**src/idmaPkg.sv**
```systemverilog
package idmaPkg;

  // Auto-increment address in the control word
  localparam int AddrBits = 14;

  localparam int OvlBits = 12;  // Overlay register width

  // Memory model sizes
  localparam int DmDepth = 64;
  localparam int PmAddrBits = 6;
  localparam int PmPageBits = 2;

  // Bit 15 of a latched word picks overlay (1) or control (0)
  localparam int CtlDirBit = 15;

  // Half of a 24-bit program word being moved
  typedef enum logic {
    PhaseHigh,
    PhaseLow
  } WordPhase;

  // Host read/write cycle
  typedef enum logic [1:0] {
    CycIdle,
    CycWait,  // Programmable wait count running
    CycReq,   // Steal request out, waiting for dsAck
    CycDone
  } CycState;

endpackage

```
**src/idmaMemIf.sv**
```systemverilog
`timescale 1ns/1ps

interface idmaMemIf import idmaPkg::*; ();

  logic dsReq;  // Steal request level
  logic toPm;   // Low selects data memory
  logic wrEn;
  logic [AddrBits-1:0] addr;
  logic [PmPageBits-1:0] page;
  logic [23:0] wdata;
  logic dsAck;  // One-cycle grant
  logic [23:0] rdata;

  modport seq (
    output dsReq, toPm, wrEn, addr, page, wdata,
    input  dsAck, rdata
  );

  modport mem (
    input  dsReq, toPm, wrEn, addr, page, wdata,
    output dsAck, rdata
  );

endinterface

```
**src/idmaHostSeq.sv**
```systemverilog
`timescale 1ns/1ps

module idmaHostSeq import idmaPkg::*; (
  input  logic DSPCLK,
  input  logic RST,
  input  logic isN,
  input  logic ialN,
  input  logic irdN,
  input  logic iwrN,
  input  logic [15:0] iadIn,
  input  logic [2:0] drWait,
  input  logic [2:0] dwWait,
  input  logic [AddrBits-1:0] ctlAddr,
  input  logic pmSel,
  input  logic [OvlBits-1:0] ovl,
  output logic ldCtl,
  output logic ldOvl,
  output logic incAddr,
  output logic [15:0] latchWord,
  output logic iackN,
  output logic [15:0] iadOut,
  output logic iadOe,
  idmaMemIf.seq mem
);

  logic isS;
  logic ialS;
  logic irdS;
  logic iwrS;
  logic [15:0] iadS;
  logic rdCmd;
  logic wrCmd;
  logic alCmd;
  logic rdCmdD1;
  logic wrCmdD1;
  logic alCmdD1;
  logic rdBeg;
  logic wrBeg;
  logic alBeg;
  CycState state;
  WordPhase phase;
  logic [2:0] waitCnt;
  logic cycRd;
  logic reqAfter;
  logic cycEnd;
  logic outLow;
  logic [15:0] tmpHigh;
  logic [7:0] tmpLow;

  // Strobe sampling
  always_ff @(posedge DSPCLK or posedge RST) begin
    if (RST) begin
      isS <= 1'b1;
      ialS <= 1'b1;
      irdS <= 1'b1;
      iwrS <= 1'b1;
      rdCmdD1 <= 1'b0;
      wrCmdD1 <= 1'b0;
      alCmdD1 <= 1'b0;
    end else begin
      isS <= isN;
      ialS <= ialN;
      irdS <= irdN;
      iwrS <= iwrN;
      rdCmdD1 <= rdCmd;
      wrCmdD1 <= wrCmd;
      alCmdD1 <= alCmd;
    end
  end

  always_ff @(posedge DSPCLK) begin
    if (!isN) begin
      iadS <= iadIn;  // Bus word while selected
    end
  end

  assign rdCmd = !isS && !irdS;
  assign wrCmd = !isS && !iwrS;
  assign alCmd = !isS && !ialS;
  assign rdBeg = rdCmd && !rdCmdD1;
  assign wrBeg = wrCmd && !wrCmdD1;
  assign alBeg = alCmd && !alCmdD1;

  // Address latch decode with registers loading a cycle later
  always_ff @(posedge DSPCLK or posedge RST) begin
    if (RST) begin
      ldCtl <= 1'b0;
      ldOvl <= 1'b0;
    end else begin
      ldCtl <= alBeg && !iadS[CtlDirBit];
      ldOvl <= alBeg && iadS[CtlDirBit];
    end
  end

  always_ff @(posedge DSPCLK) begin
    if (alBeg) begin
      latchWord <= iadS;
    end
  end

  // Low program-half write is the only wait step that then requests
  assign reqAfter = !cycRd && (phase == PhaseLow);
  assign cycEnd = (state == CycReq && mem.dsAck) ||
                  (state == CycWait && waitCnt == 3'd0 && !reqAfter);
  assign incAddr = cycEnd && (!pmSel || phase == PhaseLow);

  always_ff @(posedge DSPCLK or posedge RST) begin
    if (RST) begin
      state <= CycIdle;
      waitCnt <= 3'd0;
      cycRd <= 1'b0;
      iackN <= 1'b0;
    end else begin
      case (state)
        CycIdle: begin
          if (rdBeg || wrBeg) begin
            iackN <= 1'b1;
            cycRd <= rdBeg;
            if (!pmSel || (rdBeg && phase == PhaseHigh)) begin
              state <= CycReq;
            end else begin
              state <= CycWait;
              waitCnt <= rdBeg ? drWait : dwWait;
            end
          end
        end
        CycWait: begin
          if (waitCnt != 3'd0) begin
            waitCnt <= waitCnt - 3'd1;
          end else if (reqAfter) begin
            state <= CycReq;
          end else begin
            state <= CycDone;
          end
        end
        CycReq: begin
          if (mem.dsAck) begin
            state <= CycDone;
          end
        end
        default: state <= CycIdle;  // CycDone
      endcase
      if (cycEnd) begin
        iackN <= 1'b0;
      end
    end
  end

  // Word phase toggle
  always_ff @(posedge DSPCLK or posedge RST) begin
    if (RST) begin
      phase <= PhaseHigh;
    end else if (ldCtl || ldOvl) begin
      phase <= PhaseHigh;
    end else if (cycEnd && pmSel) begin
      phase <= (phase == PhaseHigh) ? PhaseLow : PhaseHigh;
    end
  end

  // Temporary registers that assemble or split the 24-bit word
  always_ff @(posedge DSPCLK) begin
    if (wrBeg && state == CycIdle) begin
      if (pmSel && phase == PhaseLow) begin
        tmpLow <= iadS[7:0];
      end else begin
        tmpHigh <= iadS;
      end
    end else if (cycEnd && cycRd) begin
      if (!pmSel) begin
        tmpHigh <= mem.rdata[15:0];
      end else if (phase == PhaseHigh) begin
        tmpHigh <= mem.rdata[23:8];
        tmpLow <= mem.rdata[7:0];  // Served by the low-half read
      end
    end
  end

  always_ff @(posedge DSPCLK or posedge RST) begin
    if (RST) begin
      outLow <= 1'b0;
    end else if (cycEnd && cycRd) begin
      outLow <= pmSel && phase == PhaseLow;
    end
  end

  assign iadOut = outLow ? {8'h00, tmpLow} : tmpHigh;
  assign iadOe = rdCmd || (cycRd && state != CycIdle);

  assign mem.dsReq = (state == CycReq);
  assign mem.toPm = pmSel;
  assign mem.wrEn = !cycRd;
  assign mem.addr = ctlAddr;
  assign mem.page = ovl[PmPageBits-1:0];
  assign mem.wdata = pmSel ? {tmpHigh, tmpLow} : {8'h00, tmpHigh};

endmodule

```
**src/flat_wrapper.sv**
```systemverilog
// flat-port wrapper written by rule: the top's interface ports become plain ports
module idmaHostSeq_flat import idmaPkg::*;
  (DSPCLK, RST, isN, ialN, irdN, iwrN, iadIn, drWait, dwWait, ctlAddr, pmSel, ovl, ldCtl, ldOvl, incAddr, latchWord, iackN, iadOut, iadOe, mem_dsReq, mem_toPm, mem_wrEn, mem_addr, mem_page, mem_wdata, mem_dsAck, mem_rdata);
  idmaMemIf mem_i ();
  input  logic DSPCLK;
  input  logic RST;
  input  logic isN;
  input  logic ialN;
  input  logic irdN;
  input  logic iwrN;
  input  logic [15:0] iadIn;
  input  logic [2:0] drWait;
  input  logic [2:0] dwWait;
  input  logic [AddrBits-1:0] ctlAddr;
  input  logic pmSel;
  input  logic [OvlBits-1:0] ovl;
  output logic ldCtl;
  output logic ldOvl;
  output logic incAddr;
  output logic [15:0] latchWord;
  output logic iackN;
  output logic [15:0] iadOut;
  output logic iadOe;
  output wire logic [$bits(mem_i.dsReq)-1:0] mem_dsReq;
  output wire logic [$bits(mem_i.toPm)-1:0] mem_toPm;
  output wire logic [$bits(mem_i.wrEn)-1:0] mem_wrEn;
  output wire logic [$bits(mem_i.addr)-1:0] mem_addr;
  output wire logic [$bits(mem_i.page)-1:0] mem_page;
  output wire logic [$bits(mem_i.wdata)-1:0] mem_wdata;
  input wire logic [$bits(mem_i.dsAck)-1:0] mem_dsAck;
  input wire logic [$bits(mem_i.rdata)-1:0] mem_rdata;
  assign mem_dsReq = mem_i.dsReq;
  assign mem_toPm = mem_i.toPm;
  assign mem_wrEn = mem_i.wrEn;
  assign mem_addr = mem_i.addr;
  assign mem_page = mem_i.page;
  assign mem_wdata = mem_i.wdata;
  assign mem_i.dsAck = mem_dsAck;
  assign mem_i.rdata = mem_rdata;
  idmaHostSeq u_core (.DSPCLK(DSPCLK), .RST(RST), .isN(isN), .ialN(ialN), .irdN(irdN), .iwrN(iwrN), .iadIn(iadIn), .drWait(drWait), .dwWait(dwWait), .ctlAddr(ctlAddr), .pmSel(pmSel), .ovl(ovl), .ldCtl(ldCtl), .ldOvl(ldOvl), .incAddr(incAddr), .latchWord(latchWord), .iackN(iackN), .iadOut(iadOut), .iadOe(iadOe), .mem(mem_i));
endmodule
```
**config.mk**
```make
export PLATFORM = sky130hd
export DESIGN_NAME = idmaHostSeq_flat
export DESIGN_NICKNAME = d
export VERILOG_FILES = /design/src/idmaPkg.sv /design/src/idmaMemIf.sv /design/src/idmaHostSeq.sv /design/src/flat_wrapper.sv
export SDC_FILE = /design/constraint.sdc
export NUM_CORES = 1
export LEC_CHECK = 0
export ABC_AREA = 1
export BUFFER_PORTS_ARGS = -buffer_cell sky130_fd_sc_hd__buf_2
export CAP_MARGIN = 5
export CELL_PAD_IN_SITES_DETAIL_PLACEMENT = 1
export CELL_PAD_IN_SITES_GLOBAL_PLACEMENT = 1
export CORE_ASPECT_RATIO = 0.8
export CORE_UTILIZATION = 25
export CTS_BUF_LIST = sky130_fd_sc_hd__clkbuf_4 sky130_fd_sc_hd__clkbuf_8
export DETAILED_ROUTE_END_ITERATION = 10
export GPL_TIMING_DRIVEN = 0
export PLACE_DENSITY = 0.69
export SYNTH_ARGS = -nofsm -noshare
export SYNTH_HDL_FRONTEND = slang
export SYNTH_SLANG_ARGS = --single-unit
export TNS_END_PERCENT = 20
```
**constraint.sdc**
```tcl
create_clock -name DSPCLK -period 4.6 [get_ports DSPCLK]
set_input_delay 0.23 -clock DSPCLK [delete_from_list [all_inputs] [get_ports DSPCLK]]
set_output_delay 0.23 -clock DSPCLK [all_outputs]
set_load 0.005 [all_outputs]
```
After elaboration in Yosys (flattened, before gate mapping):

Index checks and enable logic that the tools add are counted.

* logic and storage cells: 113
* output and inout port bits: 80
* bits in registers: 74
* input bits: 80

* reduce and logical (&&, ||, !) cells: 52
* equal/unequal tests: 11
* mux-type cells: 29
* bitwise gates (word level): 1
* add/sub/neg operators: 1

Operators with widths (number)
* $mux W16: 6
* $mux W8: 5
* $mux W24: 1
* $logic_and A1 B1 Y1: 19
* $reduce_bool A2 Y1: 7
* $mux W3: 4
* $ne A2 B2 Y1 const B: 6
* $logic_not A1 Y1: 11
* $mux W2: 4
* $reduce_and A4 Y1: 2
* $mux W1: 7
* $logic_or A1 B1 Y1: 6
* $pmux W2 S3: 1
* $pmux W3 S2: 1
* $reduce_and A3 Y1: 2
* $ne A2 B1 Y1 const B: 2
* $reduce_and A2 Y1: 2
* $logic_not A3 Y1: 1
* $ne A3 B3 Y1 const B: 1
* $reduce_bool A3 Y1: 1
* $sub A3 B1 Y3 const B: 1
* $eq A2 B1 Y1 const B: 1
* $eq A2 B2 Y1 const B: 1
* $logic_not A2 Y1: 1
* $not A1 Y1: 1

Longest topological paths before layout:

* word-level depth: 8
* gate-level depth with buffers: 10
* depth with buffers taken out: 10

Least setup slack after synthesis:

Ideal clock, no wire load.

* kind: register -> register
* from: reg u_core.isS
* to: reg u_core.latchWord[0] (enable)
* buffers on the path: 0
* setup slack: 2560 ps
* setup time: 411 ps
* clock period less this slack: 2040 ps
* stages on the path, launching flop included: 2
* data required time: 4189 ps
* arrival time: 1628 ps
* path through: dfstp_2 nor3_1

* word-level cells in the longest chain between the ends: 3

Ends and longest elaborated chain
* from (decl): line idmaHostSeq.sv:26 `logic isS;`
* from (signal assigned): line idmaHostSeq.sv:61 `isS <= isN;`
* $logic_not A1 Y1: line idmaHostSeq.sv:79 `assign alCmd = !isS && !ialS;`
* $logic_and A1 B1 Y1: line idmaHostSeq.sv:79
* $logic_and A1 B1 Y1: line idmaHostSeq.sv:82 `assign alBeg = alCmd && !alCmdD1;`
* via u_core.alBeg: line idmaHostSeq.sv:39 `logic alBeg;`
* to (signal assigned): line idmaHostSeq.sv:97 `latchWord <= iadS;`
* to (decl): line idmaHostSeq.sv:19 `output logic [15:0] latchWord,`

The timed path passes the listed nets, and every way through them passes these cells.
A chain may end at the register's enable or synchronous reset.

Final worst setup path:

* from: reg u_core.state[1]
* to: reg u_core.tmpHigh[5] (enable)

* word-level cells in the longest chain between the ends: 7
* elaborated cells between the ends (all ways): 13
* classes of those cells: eq/ne (4); reduce/logical (9)

Ends and longest elaborated chain
* from (decl): line idmaHostSeq.sv:40 `CycState state;`
* from (signal assigned): line idmaHostSeq.sv:109 `state <= CycIdle;`
* from (signal assigned): line idmaHostSeq.sv:120 `state <= CycReq;`
* from (signal assigned): line idmaHostSeq.sv:122 `state <= CycWait;`
* $eq A2 B1 Y1: line idmaHostSeq.sv:104 `(state == CycWait && waitCnt == 3'd0 && !reqAfter);`
* $logic_and A1 B1 Y1 (2 in a row): line idmaHostSeq.sv:104
* $logic_or A1 B1 Y1: line idmaHostSeq.sv:103 `assign cycEnd = (state == CycReq && mem.dsAck) ||`
* $logic_and A1 B1 Y1: line idmaHostSeq.sv:168 `end else if (cycEnd && cycRd) begin`
* $reduce_bool A2 Y1 (no line)
* $reduce_and A3 Y1 (no line) (*)
* to (signal assigned): line idmaHostSeq.sv:166 `tmpHigh <= iadS;`
* to (signal assigned): line idmaHostSeq.sv:170 `tmpHigh <= mem.rdata[15:0];`
* to (signal assigned): line idmaHostSeq.sv:172 `tmpHigh <= mem.rdata[23:8];`
* to (decl): line idmaHostSeq.sv:47 `logic [15:0] tmpHigh;`

Mark *: on every way between the ends. The rest lies on a longest branch, timed or not.

==> results.md <==
- Core area: between 10000 and 15000 um2
- Relative slew slack: 0.404
- RSZ-0062 raised after global routing: false
- Measured slew at the worst slew-check pin: roughly 0.9 ns
- Synth warn: 0
- FMAX: between 400 and 500 MHz
- Post-CTS Setup Inserts: 0
- Share of cells above drive strength 1: 0.354
- CP Cell Sequence: inv_1 > ha_1 > nand3_2 > buf_6 > buf_12 > a21oi_2
- Area Overhead vs Synth: 30.9%
- Iteration-0 DRC Markers: 120
- Hold buffers post-CTS: 4
- CP max stage cell: a21oi_2
- Slew Limit Fails: 0
- MaxCap Viol Count: 0
- Status: finished, violations left
- Crit. Startpoint: u_core.state[1]
- Startpoint types: register
- Count of clock tree sinks: 74
- Root buf cell: clkbuf_8
- DR vias/cell: between 4 and 5
- Static leakage: 2.40 nW
- Largest stage delay on the critical path: between 0.6 and 0.7 ns
- Crit path buf inv count: 3
- Die width: between 100 and 150 um
- Drt first pass iters: 7
- CTS H-Tree Depth: 3
- Vias in the first global route: approximately 3200
- Fin crit period: about 2.4 ns
- Mapped cell area: ~3700 um2
- Initial core utilization: 0.259
- Min-Delay Path Class: input port to asynchronous set/reset pin
- Die area: about 15000 um2
- Worst vdd ir: 0.150 mV
- Seq/Total Area, Yosys: 0.572
- RR Startpoint: u_core.state[1]
- Failing checks: DRC, hold timing
- Largest net degree at the start of global routing: 19
- Syn Area/Cell: 9.43 um2
- Pwr dens: ~440 nW/um2
- Worst Path Max Fanout: 16
- Row count: 39
- Post-route ant nets: 0
- Period utilisation layout: 0.524
- Netlist cell types: 28
- CTS tree: built
- Overall Power: roughly 2.2 mW
- Critical Path AT: around 2.4 ns
- Leading cell type in the layout, fill and taps excluded: buf_2
- Worst path top cell family by delay: compound AO/OA/AOI/OAI gates
- Worst-path clk slew: around 0.070 ns
- Post-cts resize count: 0
- Syn Inst Count: roughly 400
- TritonCTS buffer count: 9
- First-pass GRT wire length: 17300 um
- Required @ worst endpoint: between 4 and 5 ns
- Hold slack: -0.0114 ns
- GR Overflow Total: 0
- Final GP Congestion: about 0.8
- Final HPWL DP: 9080 um
- Drc violations: 15
- PortBufs: between 100 and 150
- CTS max path bufs: 2
- Clock latency on the worst-skew pair: 0.35 ns
- Net Count, Synth: a little under 500
- Die height: 111 um
- Final Hold Fails: 14
- N_diodes: 0
- Most frequent cells in the layout: buf_2, nand2_1, inv_1, edfxtp_1, o21ai_0
- Clock skew: roughly 0.0064 ns
- DR vias: approximately 3200
- GRT Total Usage: 0.149
- Setup tns final: 0 ns
- Setup-failing EPs final: 0
- IO Count: 160
- Yosys reg bits: 74
- Initial antenna violation count: 1
- Nets: 630
- Reg2reg path depth: 6
- Total wire length after detailed routing: around 11000 um
- Critical Path Stages: 6
- Setup Crit Path Kind: register to register
- Worst setup EP type: register
- Routed WL per cell: 15.2 um
-- layout make-up --
| cell class | count | area, um2 |
|---|---|---|
| Tap cell | 184 | 230 |
| Multi-Input combinational cell | 223 | 1120 |
| Timing Repair Buffer | 137 | 712 |
| Inverter | 67 | 251 |
| Sequential cell | 74 | 2140 |
| Clock buffer | 9 | 124 |
| Clock inverter | 6 | 82.6 |
| Buffer | 32 | 233 |
| Fill cell | 1736 | 9560 |
-- synth_stat cells --
library cell	number	area (um2)
ha_1	6	75.1
o211ai_1	1	7.51
edfxtp_1	56	1680
o22ai_1	2	12.5
dfrtp_1	14	350
nor2_4	2	22.5
buf_12	1	20.0
clkbuf_1	7	26.3
a21oi_2	2	17.5
nor3_1	1	5.00
nand3_2	2	20.0
o21ai_0	46	230
buf_2	2	10.0
nand2_4	1	11.3
o21ai_1	9	45.0
nor2_2	2	12.5
a21oi_1	6	30.0
nor2_1	17	63.8
nand2_1	103	387
mux2i_1	6	60.1
nand3_1	9	45.0
o21ai_2	7	61.3
nand3b_1	1	7.51
inv_1	66	248
dfstp_2	4	105
buf_4	19	143
inv_2	1	3.75
buf_6	3	33.8
-- sequential cells by signal (all words and copies together) (netlist names), 2 cells and up --
| register | flops |
|---|---|
| u_core.waitCnt | 3 |
| u_core.iadS | 16 |
| u_core.state | 2 |
| u_core.tmpLow | 8 |
| u_core.latchWord | 16 |
| u_core.tmpHigh | 16 |
-- metrics by stage --
stage	hold slack, ns	cells	utilization	area, um2	setup WS [ns]
final	-0.0114	732	0.338	4890	2.19
after global routing	0.0277	732	0.338	4890	2.04
after CTS	0.000110	732	0.338	4890	2.17
after detailed placement	0.340	713	0.321	4640	2.20
after global placement	0.336	712	0.320	4630	2.15
after floorplan	0.166	396	-	3730	2.56
-- report_power, final --
part / internal [mW] / switching, mW
Clock: 0.299 / 0.235
Sequential: 0.852 / 0.0738
Combinational: 0.267 / 0.436
-- metal layers --
layer  up-vias  track usage  wire length (um)
met5         -            0                11
met3         9       0.0359               632
met4         2       0.0481               106
li1       1552            -                 -
met2       103        0.243              5140
met1      1506        0.195              5220
-- logic make-up after synthesis --
logic type	share of synthesized area
AND/OR/NAND/NOR	0.154
AO/OA/AOI/OAI	0.108
flip-flops	0.572
adder cells (fa/ha/maj)	0.0201
buffers and inverters	0.130
multiplexers	0.0161
-- path summary, 6_finish.rpt --
kind / endpoint / slack, ns
min in group DSPCLK: u_core.iadS[6] / 0.05
max in group asynchronous: u_core.ldOvl / 4.16
setup / recovery: u_core.tmpHigh[5] / 2.19
setup reg to reg: u_core.tmpHigh[5] / 2.19
hold reg to reg: u_core.alCmdD1 / 0.50
hold / removal: u_core.rdCmdD1 / -0.01
Power figures use the tool's default switching activity.
