## src/idmaPkg.sv

```systemverilog
package idmaPkg;

  // Auto-increment address in the control word
  localparam int AddrBits = 14;

  localparam int OvlBits = 12;  // Overlay register width

  // Memory model sizes
  localparam int DmDepth = 64;
  localparam int PmAddrBits = 6;
  localparam int PmPageBits = 2;

  // Bit 15 of a latched word picks overlay (1) or control (0)
  localparam int CtlDirBit = 15;

  // Half of a 24-bit program word being moved
  typedef enum logic {
    PhaseHigh,
    PhaseLow
  } WordPhase;

  // Host read/write cycle
  typedef enum logic [1:0] {
    CycIdle,
    CycWait,  // Programmable wait count running
    CycReq,   // Steal request out, waiting for dsAck
    CycDone
  } CycState;

endpackage

```

## src/idmaRegs.sv

```systemverilog
`timescale 1ns/1ps

module idmaRegs import idmaPkg::*; (
  input  logic DSPCLK,
  input  logic RST,
  input  logic ldCtl,
  input  logic ldOvl,
  input  logic incAddr,
  input  logic [15:0] latchWord,
  output logic [AddrBits-1:0] ctlAddr,
  output logic pmSel,
  output logic [OvlBits-1:0] ovl
);

  // Control register with the direction bit just above the address
  always_ff @(posedge DSPCLK or posedge RST) begin
    if (RST) begin
      pmSel <= 1'b0;
      ctlAddr <= '0;
    end else if (ldCtl) begin
      pmSel <= latchWord[AddrBits];  // 1 = program memory
      ctlAddr <= latchWord[AddrBits-1:0];
    end else if (incAddr) begin
      ctlAddr <= ctlAddr + 1'b1;  // Wraps at 14 bits
    end
  end

  // Overlay register
  always_ff @(posedge DSPCLK or posedge RST) begin
    if (RST) begin
      ovl <= '0;
    end else if (ldOvl) begin
      ovl <= latchWord[OvlBits-1:0];
    end
  end

endmodule

```

## config.mk

```make
export PLATFORM = sky130hd
export DESIGN_NAME = idmaRegs
export DESIGN_NICKNAME = d
export VERILOG_FILES = /design/src/idmaPkg.sv /design/src/idmaRegs.sv
export SDC_FILE = /design/constraint.sdc
export NUM_CORES = 1
export LEC_CHECK = 0
export ABC_AREA = 1
export BUFFER_PORTS_ARGS = -buffer_cell sky130_fd_sc_hd__buf_2
export CAP_MARGIN = 30
export CORE_MARGIN = 2
export CORE_UTILIZATION = 53
export CTS_CLUSTER_DIAMETER = 80
export DETAILED_ROUTE_END_ITERATION = 7
export GPL_ROUTABILITY_DRIVEN = 0
export PLACE_DENSITY = 0.93
export SYNTH_ARGS = -nofsm -noshare
export SYNTH_HDL_FRONTEND = slang
export SYNTH_SLANG_ARGS = --single-unit
```

## constraint.sdc

```tcl
create_clock -name DSPCLK -period 2.11 [get_ports DSPCLK]
set_input_delay 0.422 -clock DSPCLK [delete_from_list [all_inputs] [get_ports DSPCLK]]
set_output_delay 0.422 -clock DSPCLK [all_outputs]
set_load 0.03 [all_outputs]
```

# After elaboration in Yosys (flattened, before gate mapping)
# Index checks and enable logic that the tools add are counted.
# totals
ff_bits	27
latch_bits	0
mem_bits_rw	0
romBits	0
in_bits	21
out_inout_bits	27
elab_cells	7
memories	0
# op_classes
n_addsub	1
n_mul	0
div_mod_pow	0
n_lt_le_gt_ge	0
n_eq_ne	0
shift	0
mux	2
n_bitwise	0
n_reduce_logical	1
# op_table
operator	n
14-bit two-way mux	2
14-bit by 1-bit adder with 14-bit output, second input constant	1
2-bit nonzero test	1

# Logic depth before layout (Yosys ltp)
# Gate-level depths: netlist (run 1).
# logic_depth
ltp_word	3
depth_mapped	7
mapped_depth_nobuf	7

# Worst setup path after synthesis (run 1)
# No wires, ideal clock.
# synth_timing
kind	register to register
startpoint	register ctlAddr[0]
endpoint	register ctlAddr[10]
setup_time_ns	0.066
arrival_time_ns	1.306
required_time_ns	2.044
path_slack_ns	0.738
stages_incl_launch_ff	8
path_buffers	0
synth_period_minus_slack_ns	1.372
path_cell_list	dfrtp_1 ha_1 inv_1 nor2_4 nand2_2 o21bai_1 nand3_1 nand2_1
# synth_between
elab_chain_len	3
# synth_rtl
item	line_no	text
start, declared	idmaRegs.sv:10	output logic [AddrBits-1:0] ctlAddr,
start signal, assigned	idmaRegs.sv:22	ctlAddr <= latchWord[AddrBits-1:0];
start signal, assigned	idmaRegs.sv:24	ctlAddr <= ctlAddr + 1'b1;
14-bit by 1-bit adder with 14-bit output	idmaRegs.sv:24	
14-bit two-way mux	idmaRegs.sv:23	end else if (incAddr) begin
14-bit two-way mux	idmaRegs.sv:20	end else if (ldCtl) begin
# No other way between the ends. The select of a mux whose other input is x is not followed.
# A chain may end at the register's enable or synchronous reset.

# Final worst setup path (run 1)
# layout_timing
startpoint	register ctlAddr[3]
endpoint	output port ctlAddr[3]
# No word-level cell between the ends.

==> metrics.csv, run 1 <==
stage;metric;value;unit
setup_path;criticalPathCategory;register to primary output;
logic_synthesis;synth_area_leader_cell;dfrtp_1;
setup_path;start_kind;register;
routing;vias_per_cell;5.41;
setup_path;cpPeakStageDelay;0.50;ns
timing;hold_viol;0;
timing;min_period;1.49;ns
routing;drt_drc_violations_left;0;
logic_synthesis;synth_top_area_frac;0.480;
logic_synthesis;synthXorXnorAreaFrac;0.0249;
logic_synthesis;synth_seq_cells;27;
setup_path;critPathCaptureType;primary output;
routing;wl_met1;1190;um
cells_and_area;final_layout_size_suffix_gt1_frac;0.337;
routing;drt_wl_total;2940;um
floorplan;initial_utilization;0.563;
routing;dr.pass1.iters;5;
flow_run;maxCapViolCount;0;
timing;max_freq;671;MHz
place;numPortBuffers;46;
timing;max_slew_margin;0.601;
floorplan;rows;18;
timing;timing.hold.ws;0.124;ns
cells_and_area;postLayoutCoreUtil;0.673;
global_routing;grt_usage;0.206;
timing;worst_slew_pin_slew;0.598;ns
clocking;tritoncts;built;
global_routing;antenna_found_initial;0;
setup_path;cp_max_fo;6;
floorplan;io_pins;48;
cells_and_area;num-fill-cells;186;
cells_and_area;fin_nets;219;
outcome;status;finished, final reports clean;
logic_synthesis;syn-num-nets;171;
timing;slew_viol_final;0;
routing;met3_length;155;um
floorplan;die_w;55.5;um
clocking;clk_latency;0.32;ns
logic_synthesis;yosysSeqAreaShare;0.480;
routing;wl_per_cell;13.0;um
routing;num_vias;1223;
logic_synthesis;synth_fa_ha_area_frac;0.00889;
floorplan;fp.coreArea;2500;um^2
clocking;numCtsBuffers;3;
logic_synthesis;synth_compound_area_frac;0.0951;
logic_synthesis;synth.area.top_cells;dfrtp_1, nand2_1, mux2_1;
logic_synthesis;synth.avg_cell_area;9.45;um^2
logic_synthesis;yosysMostFrequentCell;nand2_1;
timing;skew;0.00639;ns
setup_path;cp.depth;1;
logic_synthesis;synthCells;149;
routing;ant_nets;0;
logic_synthesis;synth_edf_count;0;
setup_path;crit_required;1.69;ns
clocking;hold_buffers;0;
power_and_ir_drop;vdd_drop_max;0.000678;V
timing;worst_slack;0.619;ns
power_and_ir_drop;p_per_area;705;nW/um^2
logic_synthesis;synth-main-ff-cell;dfrtp_1;
routing;dr.max_layer_used;met4;
routing;drt_first_iter_violations;28;
timing;rsz0062_at_grt;false;
setup_path;crit_slowest_cell;dfrtp_1;
setup_path;worst_ep_arrival_time;1.07;ns
clocking;cts_root_buf;clkbuf_4;
cells_and_area;synthToLayoutAreaGrowth;19.6;%
setup_path;reg2reg_depth;7;
global_routing;grt_first_pass_wirelength;5090;um
global_routing;grt_pass1_vias;1111;
global_routing;grt_max_degree;28;
global_routing;gr-total-overflow;0;
cells_and_area;multi_input_comb_area;661;um^2
clocking;cts_resized;0;
setup_path;cp_top_family;flip-flops;
logic_synthesis;synthSimpleGateAreaFrac;0.244;
clocking;htree_levels;1;
floorplan;die_h;55.5;um
cells_and_area;seqCellArea;676;um^2
logic_synthesis;async_flop_share;1.00;
place;dpl_cell_area;1660;um^2
logic_synthesis;synth_top_family_by_area;simple AND/OR/NAND/NOR gates;
logic_synthesis;ys_warn_count;0;
place;place_hpwl;2180;um
cells_and_area;diodes;0;
routing;met2WireLength;1580;um
timing;tns;0;ns
floorplan;fp.dieArea;3080;um^2
logic_synthesis;yosysUniqueCellTypes;23;
setup_path;crit_start;ctlAddr[3];
setup_path;crit_chain;buf_2;
logic_synthesis;synth_common_cells;nand2_1, dfrtp_1, nand3_1, a22oi_1;
timing;fin_crit_sh;0.706;
cells_and_area;design_area;1680;um^2
place;place_ws;0.627;ns
clocking;cts_sinks;27;
setup_path;r2r_start;ctlAddr[0];
setup_path;worst-path-buf-inv;1;
logic_synthesis;netlist_area;1410;um^2
hold_path;hold_class;input pin to asynchronous set/reset pin;
power_and_ir_drop;p_leak;0.833;nW
timing;setup_viol;0;
clocking;clk_pin_slew_worst_paths;0.14;ns
clocking;postCtsSetupBuffers;0;
logic_synthesis;synthMuxAreaShare;0.0960;
clocking;cts_max_path_buffers;2;
==> cell families (layout without fill, tap and decap cells) <==
group | after synthesis | in the layout
AOI/OAI and AO/OA | 19 | 19
xor gates and xnor gates | 4 | 4
adders and majority gates | 1 | 1
buffers and inverters | 16 | 63
DFF | 27 | 27
muxes | 12 | 12
and+or+nand+nor | 70 | 70
==> worst paths after layout <==
check / endpoint / slack, ns
worst max-delay path: ctlAddr[3] / 0.62
worst min-delay path: ctlAddr[12] / 0.12
worst max register to register: ctlAddr[10] / 0.75
worst min register to register: pmSel / 0.50
max in group asynchronous: ovl[8] / 1.73
min in group DSPCLK: pmSel / 0.31
==> routing by layer <==
layer  vias up  global-route usage
li1        597                   -
met1       591               0.270
met2        33               0.347
met3         2              0.0515
met4         0              0.0418
met5         -                   0
==> flip-flops by register name, summed over array words and instances (netlist names) <==
name     count
ovl         12
ctlAddr     14
pmSel        1
==> worst reg2reg max path, delay by kind of cell (launching register included) <==
kind            cells  cell delay [ns]
flops               1             0.47
simple gates        4             0.41
fa+ha+maj           1             0.22
compound gates      1             0.13
buf+inv             1             0.08
==> cells in the final DEF, fill, tap and decap left out, types with 3 or more instances in the layout <==
cell type	instances
nand4_1	5
nor2_4	4
a22oi_1	12
nor2_1	6
clkbuf_4	3
dfrtp_1	27
nand3_1	13
xor2_1	4
nand2_2	5
nand2_1	33
buf_2	46
inv_1	10
mux2_1	10
==> where the power goes <==
| group | switching, W | total, W | internal, W |
|---|---|---|---|
| registers | 0.0000564 | 0.000627 | 0.000571 |
| logic | 0.000229 | 0.000340 | 0.000111 |
| clock network | 0.000146 | 0.000220 | 0.0000741 |
| total | 0.000431 | 0.00119 | 0.000756 |
==> final cells by class <==
| cell class | instances | share of cell area |
|---|---|---|
| Clock buffer | 4 | 0.0156 |
| Inverter | 12 | 0.0268 |
| Multi-Input combinational cell | 106 | 0.393 |
| Sequential cell | 27 | 0.401 |
| Tap cell | 30 | 0.0223 |
| Timing Repair Buffer | 47 | 0.141 |
==> metrics by stage <==
stage | total power, W | cells
after floorplan | 0.000870 | 149
after global placement | 0.000969 | 222
after detailed placement | 0.000978 | 222
after CTS | 0.00119 | 226
after global routing | 0.00125 | 226
final | 0.00119 | 226
Note: power is estimated with default switching activity, not from simulation.
==> inputs of run 2 (changes only) <==
--- a/config.mk
+++ b/config.mk
@@ -9,11 +9,11 @@
 export BUFFER_PORTS_ARGS = -buffer_cell sky130_fd_sc_hd__buf_2
 export CAP_MARGIN = 30
 export CORE_MARGIN = 2
-export CORE_UTILIZATION = 53
+export CORE_UTILIZATION = 44
 export CTS_CLUSTER_DIAMETER = 80
 export DETAILED_ROUTE_END_ITERATION = 7
 export GPL_ROUTABILITY_DRIVEN = 0
-export PLACE_DENSITY = 0.93
+export PLACE_DENSITY = 0.83
 export SYNTH_ARGS = -nofsm -noshare
 export SYNTH_HDL_FRONTEND = slang
 export SYNTH_SLANG_ARGS = --single-unit
==> constraint.sdc (replaced) <==
create_clock -name DSPCLK -period 1.3 [get_ports DSPCLK]
set_input_delay 0.26 -clock DSPCLK [delete_from_list [all_inputs] [get_ports DSPCLK]]
set_output_delay 0.26 -clock DSPCLK [all_outputs]
set_load 0.03 [all_outputs]
==> run 2 against run 1 <==
Effect of this change:
- the run now ends with negative setup slack left
- via count rose by 5.6%
- sequential share of layout area down 3.0 points
- non-clock buffer count rose by 12
- die area increased by 19%
- utilization fell by 6.9 points
- sequential cell count is the same
- global-route usage shrank 2.3 points
- largest cell class is now multi-input gates
- largest power group unchanged
==> metrics.csv, run 2 (synthesis results as in run 1) <==
stage;metric;value;unit
setup_path;crit_required;1.04;ns
routing;vias_per_cell;5.12;
floorplan;fp.coreArea;3050;um^2
timing;min_period;1.31;ns
cells_and_area;final_layout_size_suffix_gt1_frac;0.423;
global_routing;grt_max_degree;28;
setup_path;cpPeakStageDelay;0.46;ns
place;dp_cells;240;
timing;worst_slew_pin_slew;0.340;ns
setup_path;r2r_end;ctlAddr[10];
outcome;violations;negative setup slack;
cells_and_area;mostFrequentLayoutCell;buf_2;
power_and_ir_drop;vdd_drop_max;0.000492;V
global_routing;grt_first_pass_wirelength;4980;um
clocking;htree_levels;1;
timing;max_slew_margin;0.773;
routing;drt_drc_violations_left;0;
setup_path;start_kind;register;
global_routing;grt_use_met1;0.238;
setup_path;crit_slowest_cell;dfrtp_2;
cells_and_area;regMostFlops;ctlAddr;
hold_path;whs_path_depth;3;
cells_and_area;final_cell_mix;buf_2, nand2_1, dfrtp_1, buf_4;
clocking;cts_root_buf;clkbuf_4;
timing;tns;-0.00809;ns
cells_and_area;fin_nets;231;
hold_path;hp-start;latchWord[14];
setup_path;crit_chain;buf_6 > buf_6;
global_routing;gr-total-overflow;0;
hold_path;min_delay_worst_endpoint;pmSel;
clocking;cts_max_path_buffers;2;
global_routing;grt_busiest_layer;met2;
cells_and_area;postLayoutCoreUtil;0.604;
hold_path;hold_class;input pin to register;
clocking;numCtsBuffers;3;
clocking;clk_latency;0.32;ns
place;place_hpwl;2390;um
power_and_ir_drop;p_leak;0.888;nW
routing;wl_per_cell;13.2;um
timing;max_freq;764;MHz
global_routing;antenna_found_initial;0;
place;place_ws;0.0338;ns
flow_run;maxCapViolCount;0;
place;numPortBuffers;46;
floorplan;initial_utilization;0.461;
global_routing;met2_usage;0.304;
global_routing;grt_usage;0.183;
cells_and_area;largest_reg_flops;14;
cells_and_area;reg_top3;ctlAddr: 14 flops, ovl: 12 flops, pmSel: 1 flops;
routing;dr.pass1.iters;4;
global_routing;use_met3;0.0213;
clocking;tritoncts;built;
setup_path;critPathCaptureType;primary output;
setup_path;crit_top_cell;buf_6;
floorplan;rows;20;
floorplan;io_pins;48;
setup_path;criticalPathCategory;register to primary output;
floorplan;die_w;60.6;um
setup_path;reg2reg_depth;7;
setup_path;r2r_start;ctlAddr[1];
cells_and_area;diodes;0;
setup_path;regToRegSetupSlack;0.10;ns
timing;worst_slack;-0.00809;ns
timing;skew;0.00139;ns
routing;drt_first_iter_violations;75;
setup_path;worst_ep_arrival_time;1.05;ns
timing;rsz0062_at_grt;true;
cells_and_area;synthToLayoutAreaGrowth;30.9;%
routing;ant_nets;0;
clocking;clk_pin_slew_worst_paths;0.14;ns
timing;fin_crit_sh;1.01;
power_and_ir_drop;p_per_area;1100;nW/um^2
timing;hold_viol;0;
setup_path;crit_start;ctlAddr[0];
power_and_ir_drop;finalPower;0.00203;W
setup_path;cp_max_fo;5;
global_routing;grt_pass1_vias;1137;
outcome;status;finished with violations;
clocking;cts_sinks;27;
routing;drt_wl_total;3320;um
cells_and_area;fin_cells;252;
timing;setup_viol;1;
routing;num_vias;1291;
floorplan;die_h;60.6;um
timing;slew_viol_final;0;
floorplan;fp.dieArea;3670;um^2
==> run 2: cell count changes in the layout (fill, tap and decap cells not counted), sizes merged <==
cell / change
buf: +11
dlygate4sd3: +1
==> run 2: worst max-delay path by stage <==
stage,endpoint
after floorplan,ctlAddr[7]
after global placement,ctlAddr[10]
after detailed placement,ctlAddr[12]
after CTS,ctlAddr[0]
after global routing,ctlAddr[0]
final,ctlAddr[0]
==> run 2: routing by layer <==
metal / vias to the layer above / routed length (um) / share of wire
li1: 621 / - / -
met3: 6 / 139 / 0.042
met4: 0 / 57 / 0.017
met5: - / 0 / 0
met1: 622 / 1450 / 0.44
met2: 42 / 1670 / 0.50
==> run 2: cell type report <==
cell class	count	area [um^2]
fill	270	1210
multi-input combinational	106	687
sequential	27	684
timing repair buffer	59	345
tap	44	55.1
inverter	12	45.0
clock buffer	4	26.3
==> run 2: what timing repair did <==
action / 4_1_cts / 5_1_grt
endpoints found under the hold margin: 27 / 0
hold buffers: 1 / 0
buffers inserted: 0 / 7
pin swaps: 0 / 2
endpoints found under the setup margin: 4 / 15
gates resized for setup: 5 / 13
==> run 2: where the power goes <==
group / leakage [nW] / total (W) / internal (W) / switching (W)
Clock: 0.0150 / 0.000371 / 0.000120 / 0.000250
Sequential: 0.315 / 0.00102 / 0.000931 / 0.0000854
Combinational: 0.559 / 0.000642 / 0.000237 / 0.000405
==> run 2: critical path: cells and delay by family, from the launching register on <==
kind / cells / cell delay, ns
flip-flops: 1 / 0.46
buffers and inverters: 2 / 0.26
==> run 2: through the flow <==
step	instance area, um^2	hold slack (ns)
6_report	1840	0.130
5_1_grt	1840	0.118
4_1_cts	1750	0.130
3_5_place_dp	1710	0.337
3_3_place_gp	1710	0.338
2_1_floorplan	1410	0.313
==> inputs of run 3 (changes only) <==
--- a/config.mk
+++ b/config.mk
@@ -8,12 +8,13 @@
 export ABC_AREA = 1
 export BUFFER_PORTS_ARGS = -buffer_cell sky130_fd_sc_hd__buf_2
 export CAP_MARGIN = 30
+export CORE_ASPECT_RATIO = 1.75
 export CORE_MARGIN = 2
-export CORE_UTILIZATION = 44
+export CORE_UTILIZATION = 30
 export CTS_CLUSTER_DIAMETER = 80
 export DETAILED_ROUTE_END_ITERATION = 7
 export GPL_ROUTABILITY_DRIVEN = 0
-export PLACE_DENSITY = 0.83
+export PLACE_DENSITY = 0.63
 export SYNTH_ARGS = -nofsm -noshare
 export SYNTH_HDL_FRONTEND = slang
 export SYNTH_SLANG_ARGS = --single-unit
==> run 3 against run 2 <==
Effect of this change:
- the run now ends clean
- cell count grew 1.6%
- worst setup slack gained 0.033 ns
- sequential power is essentially flat
- combinational power shrank 6.4%
- total power grew 3.6%
- non-clock buffer count shrank 4
- wire length grew 1.3%
- die area grew 44%
- via count shrank 4.8%
- global-route usage shrank 4.6 points
- count of clock-buffer cells in the layout is the same
- cell area shrank 2.4%
- largest cell class is now registers
==> metrics.csv, run 3 (synthesis results as in run 1) <==
stage;metric;value;unit
floorplan;die_h;94.6;um
setup_path;crit_required;1.04;ns
clocking;cts_root_buf;clkbuf_8;
cells_and_area;design_area;1800;um^2
flow_run;maxCapViolCount;0;
power_and_ir_drop;p_per_area;1170;nW/um^2
timing;rsz0062_at_grt;false;
cells_and_area;synthToLayoutAreaGrowth;27.7;%
power_and_ir_drop;vdd_drop_max;0.000654;V
clocking;cts_sinks;27;
power_and_ir_drop;clkPwrFrac;0.234;
routing;wl_per_cell;13.1;um
clocking;htree_levels;1;
floorplan;initial_utilization;0.307;
cells_and_area;regMostFlops;ctlAddr;
timing;max_freq;785;MHz
clocking;cts_max_path_buffers;2;
routing;drt_drc_violations_left;0;
power_and_ir_drop;power.switching;0.000742;W
cells_and_area;final_cell_mix;buf_2, nand2_1, dfrtp_1, nand3_1, a22oi_1;
clocking;hold_buffers;0;
cells_and_area;diodes;0;
clocking;clk_latency;0.28;ns
place;dp_cells;250;
cells_and_area;reg_top3;ctlAddr: 14 flops, ovl: 12 flops, pmSel: 1 flops;
setup_path;criticalPathCategory;register to primary output;
cells_and_area;final_layout_size_suffix_gt1_frac;0.392;
setup_path;start_kind;register;
cells_and_area;fin_nets;227;
timing;min_period;1.27;ns
setup_path;crit_slowest_cell;dfrtp_2;
cells_and_area;num-fill-cells;484;
timing;worst_slew_pin_slew;0.353;ns
floorplan;rows;33;
setup_path;r2r_end;ctlAddr[10];
timing;fin_crit_sh;0.981;
setup_path;cpPeakStageDelay;0.41;ns
setup_path;cp_max_fo;5;
cells_and_area;postLayoutCoreUtil;0.392;
floorplan;fp.dieArea;5280;um^2
setup_path;reg2reg_depth;7;
setup_path;critPathCaptureType;primary output;
clocking;clk_pin_slew_worst_paths;0.09;ns
routing;drt_first_iter_violations;15;
timing;slew_viol_final;0;
cells_and_area;fin_cells;256;
setup_path;r2r_start;ctlAddr[0];
global_routing;grt_max_degree;28;
global_routing;grt_first_pass_wirelength;5520;um
cells_and_area;largest_reg_flops;14;
clocking;numCtsBuffers;3;
floorplan;fp.coreArea;4580;um^2
global_routing;gr-total-overflow;0;
hold_path;hold_class;input pin to asynchronous set/reset pin;
timing;skew;0.00362;ns
power_and_ir_drop;p_int;0.00136;W
timing;max_slew_margin;0.764;
timing;tns;0;ns
floorplan;io_pins;48;
setup_path;worst_ep_arrival_time;1.01;ns
global_routing;antenna_found_initial;0;
place;place_hpwl;2600;um
timing;timing.hold.ws;0.0208;ns
routing;num_vias;1229;
setup_path;regToRegSetupSlack;0.11;ns
routing;dr.pass1.iters;2;
clocking;tritoncts;built;
timing;setup_viol;0;
place;dpl_cell_area;1730;um^2
outcome;status;finished, final reports clean;
routing;drt_wl_total;3360;um
power_and_ir_drop;p_leak;0.873;nW
routing;vias_per_cell;4.80;
floorplan;die_w;55.8;um
power_and_ir_drop;seqPwrFrac;0.480;
place;numPortBuffers;46;
power_and_ir_drop;power_frac_comb;0.286;
routing;ant_nets;0;
cells_and_area;mostFrequentLayoutCell;buf_2;
global_routing;grt_usage;0.136;
timing;hold_viol;0;
global_routing;grt_pass1_vias;1202;
power_and_ir_drop;p_sw_frac;0.353;
setup_path;crit_chain;buf_4 > buf_2;
run 3: cell types whose count changed in the layout (fill, tap and decap cells not counted), moves of 2 or more:
cell	change
dfrtp_2	-2
buf_2	+3
dfrtp_1	+2
buf_6	-2
clkbuf_8	+3
clkbuf_4	-3
buf_4	-4
run 3: worst max-delay path, delay by kind of cell (launching register included):
kind	cells	cell delay, ns
buffers and inverters	2	0.32
DFF	1	0.41
run 3: cell type report:
class	instances	area (um^2)	share of cell area
flip-flops and latches	27	682	0.379
clock buffers	4	45.0	0.0251
well taps	52	65.1	0.0362
multi-input cells	106	663	0.369
repair buffers	55	298	0.166
inverters	12	45.0	0.0251
run 3: worst max-delay path by stage:
stage                        to  depth (start not counted)       start  slack (ns)
finish               ctlAddr[0]                          2  ctlAddr[0]        0.03
floorplan            ctlAddr[7]                          6  ctlAddr[3]        0.01
global route         ctlAddr[6]                          1  ctlAddr[6]       0.005
global placement    ctlAddr[10]                          7  ctlAddr[0]        0.08
detailed placement  ctlAddr[10]                          7  ctlAddr[0]        0.07
CTS                  ctlAddr[7]                          2  ctlAddr[7]        0.02
run 3: routing by layer:
layer  vias to the layer above  GRT usage  part of all wire
met4                         0     0.0732             0.024
met1                       586      0.141              0.38
met3                         5     0.0137             0.030
met2                        20      0.264              0.57
met5                         -          0                 0
li1                        618          -                 -
run 3: per-stage QoR:
step           total power, W  setup slack, ns
2_1_floorplan         0.00141           0.0128
3_3_place_gp          0.00161           0.0769
3_5_place_dp          0.00162           0.0715
4_1_cts               0.00211           0.0164
5_1_grt               0.00222          0.00468
6_report              0.00210           0.0253
run 3: power by group through the flow:
stage / Combinational [W] / Sequential [W] / Clock (W)
floorplan: 0.000214 / 0.00120 / 0
global placement: 0.000589 / 0.00103 / 0
detailed placement: 0.000597 / 0.00103 / 0
CTS: 0.000598 / 0.00101 / 0.000502
global route: 0.000657 / 0.00103 / 0.000536
finish: 0.000601 / 0.00101 / 0.000492
run 3: timing repair:
action	CTS	global route
setup buffers	0	2
endpoints found under the setup margin	0	7
gates resized for setup	0	4
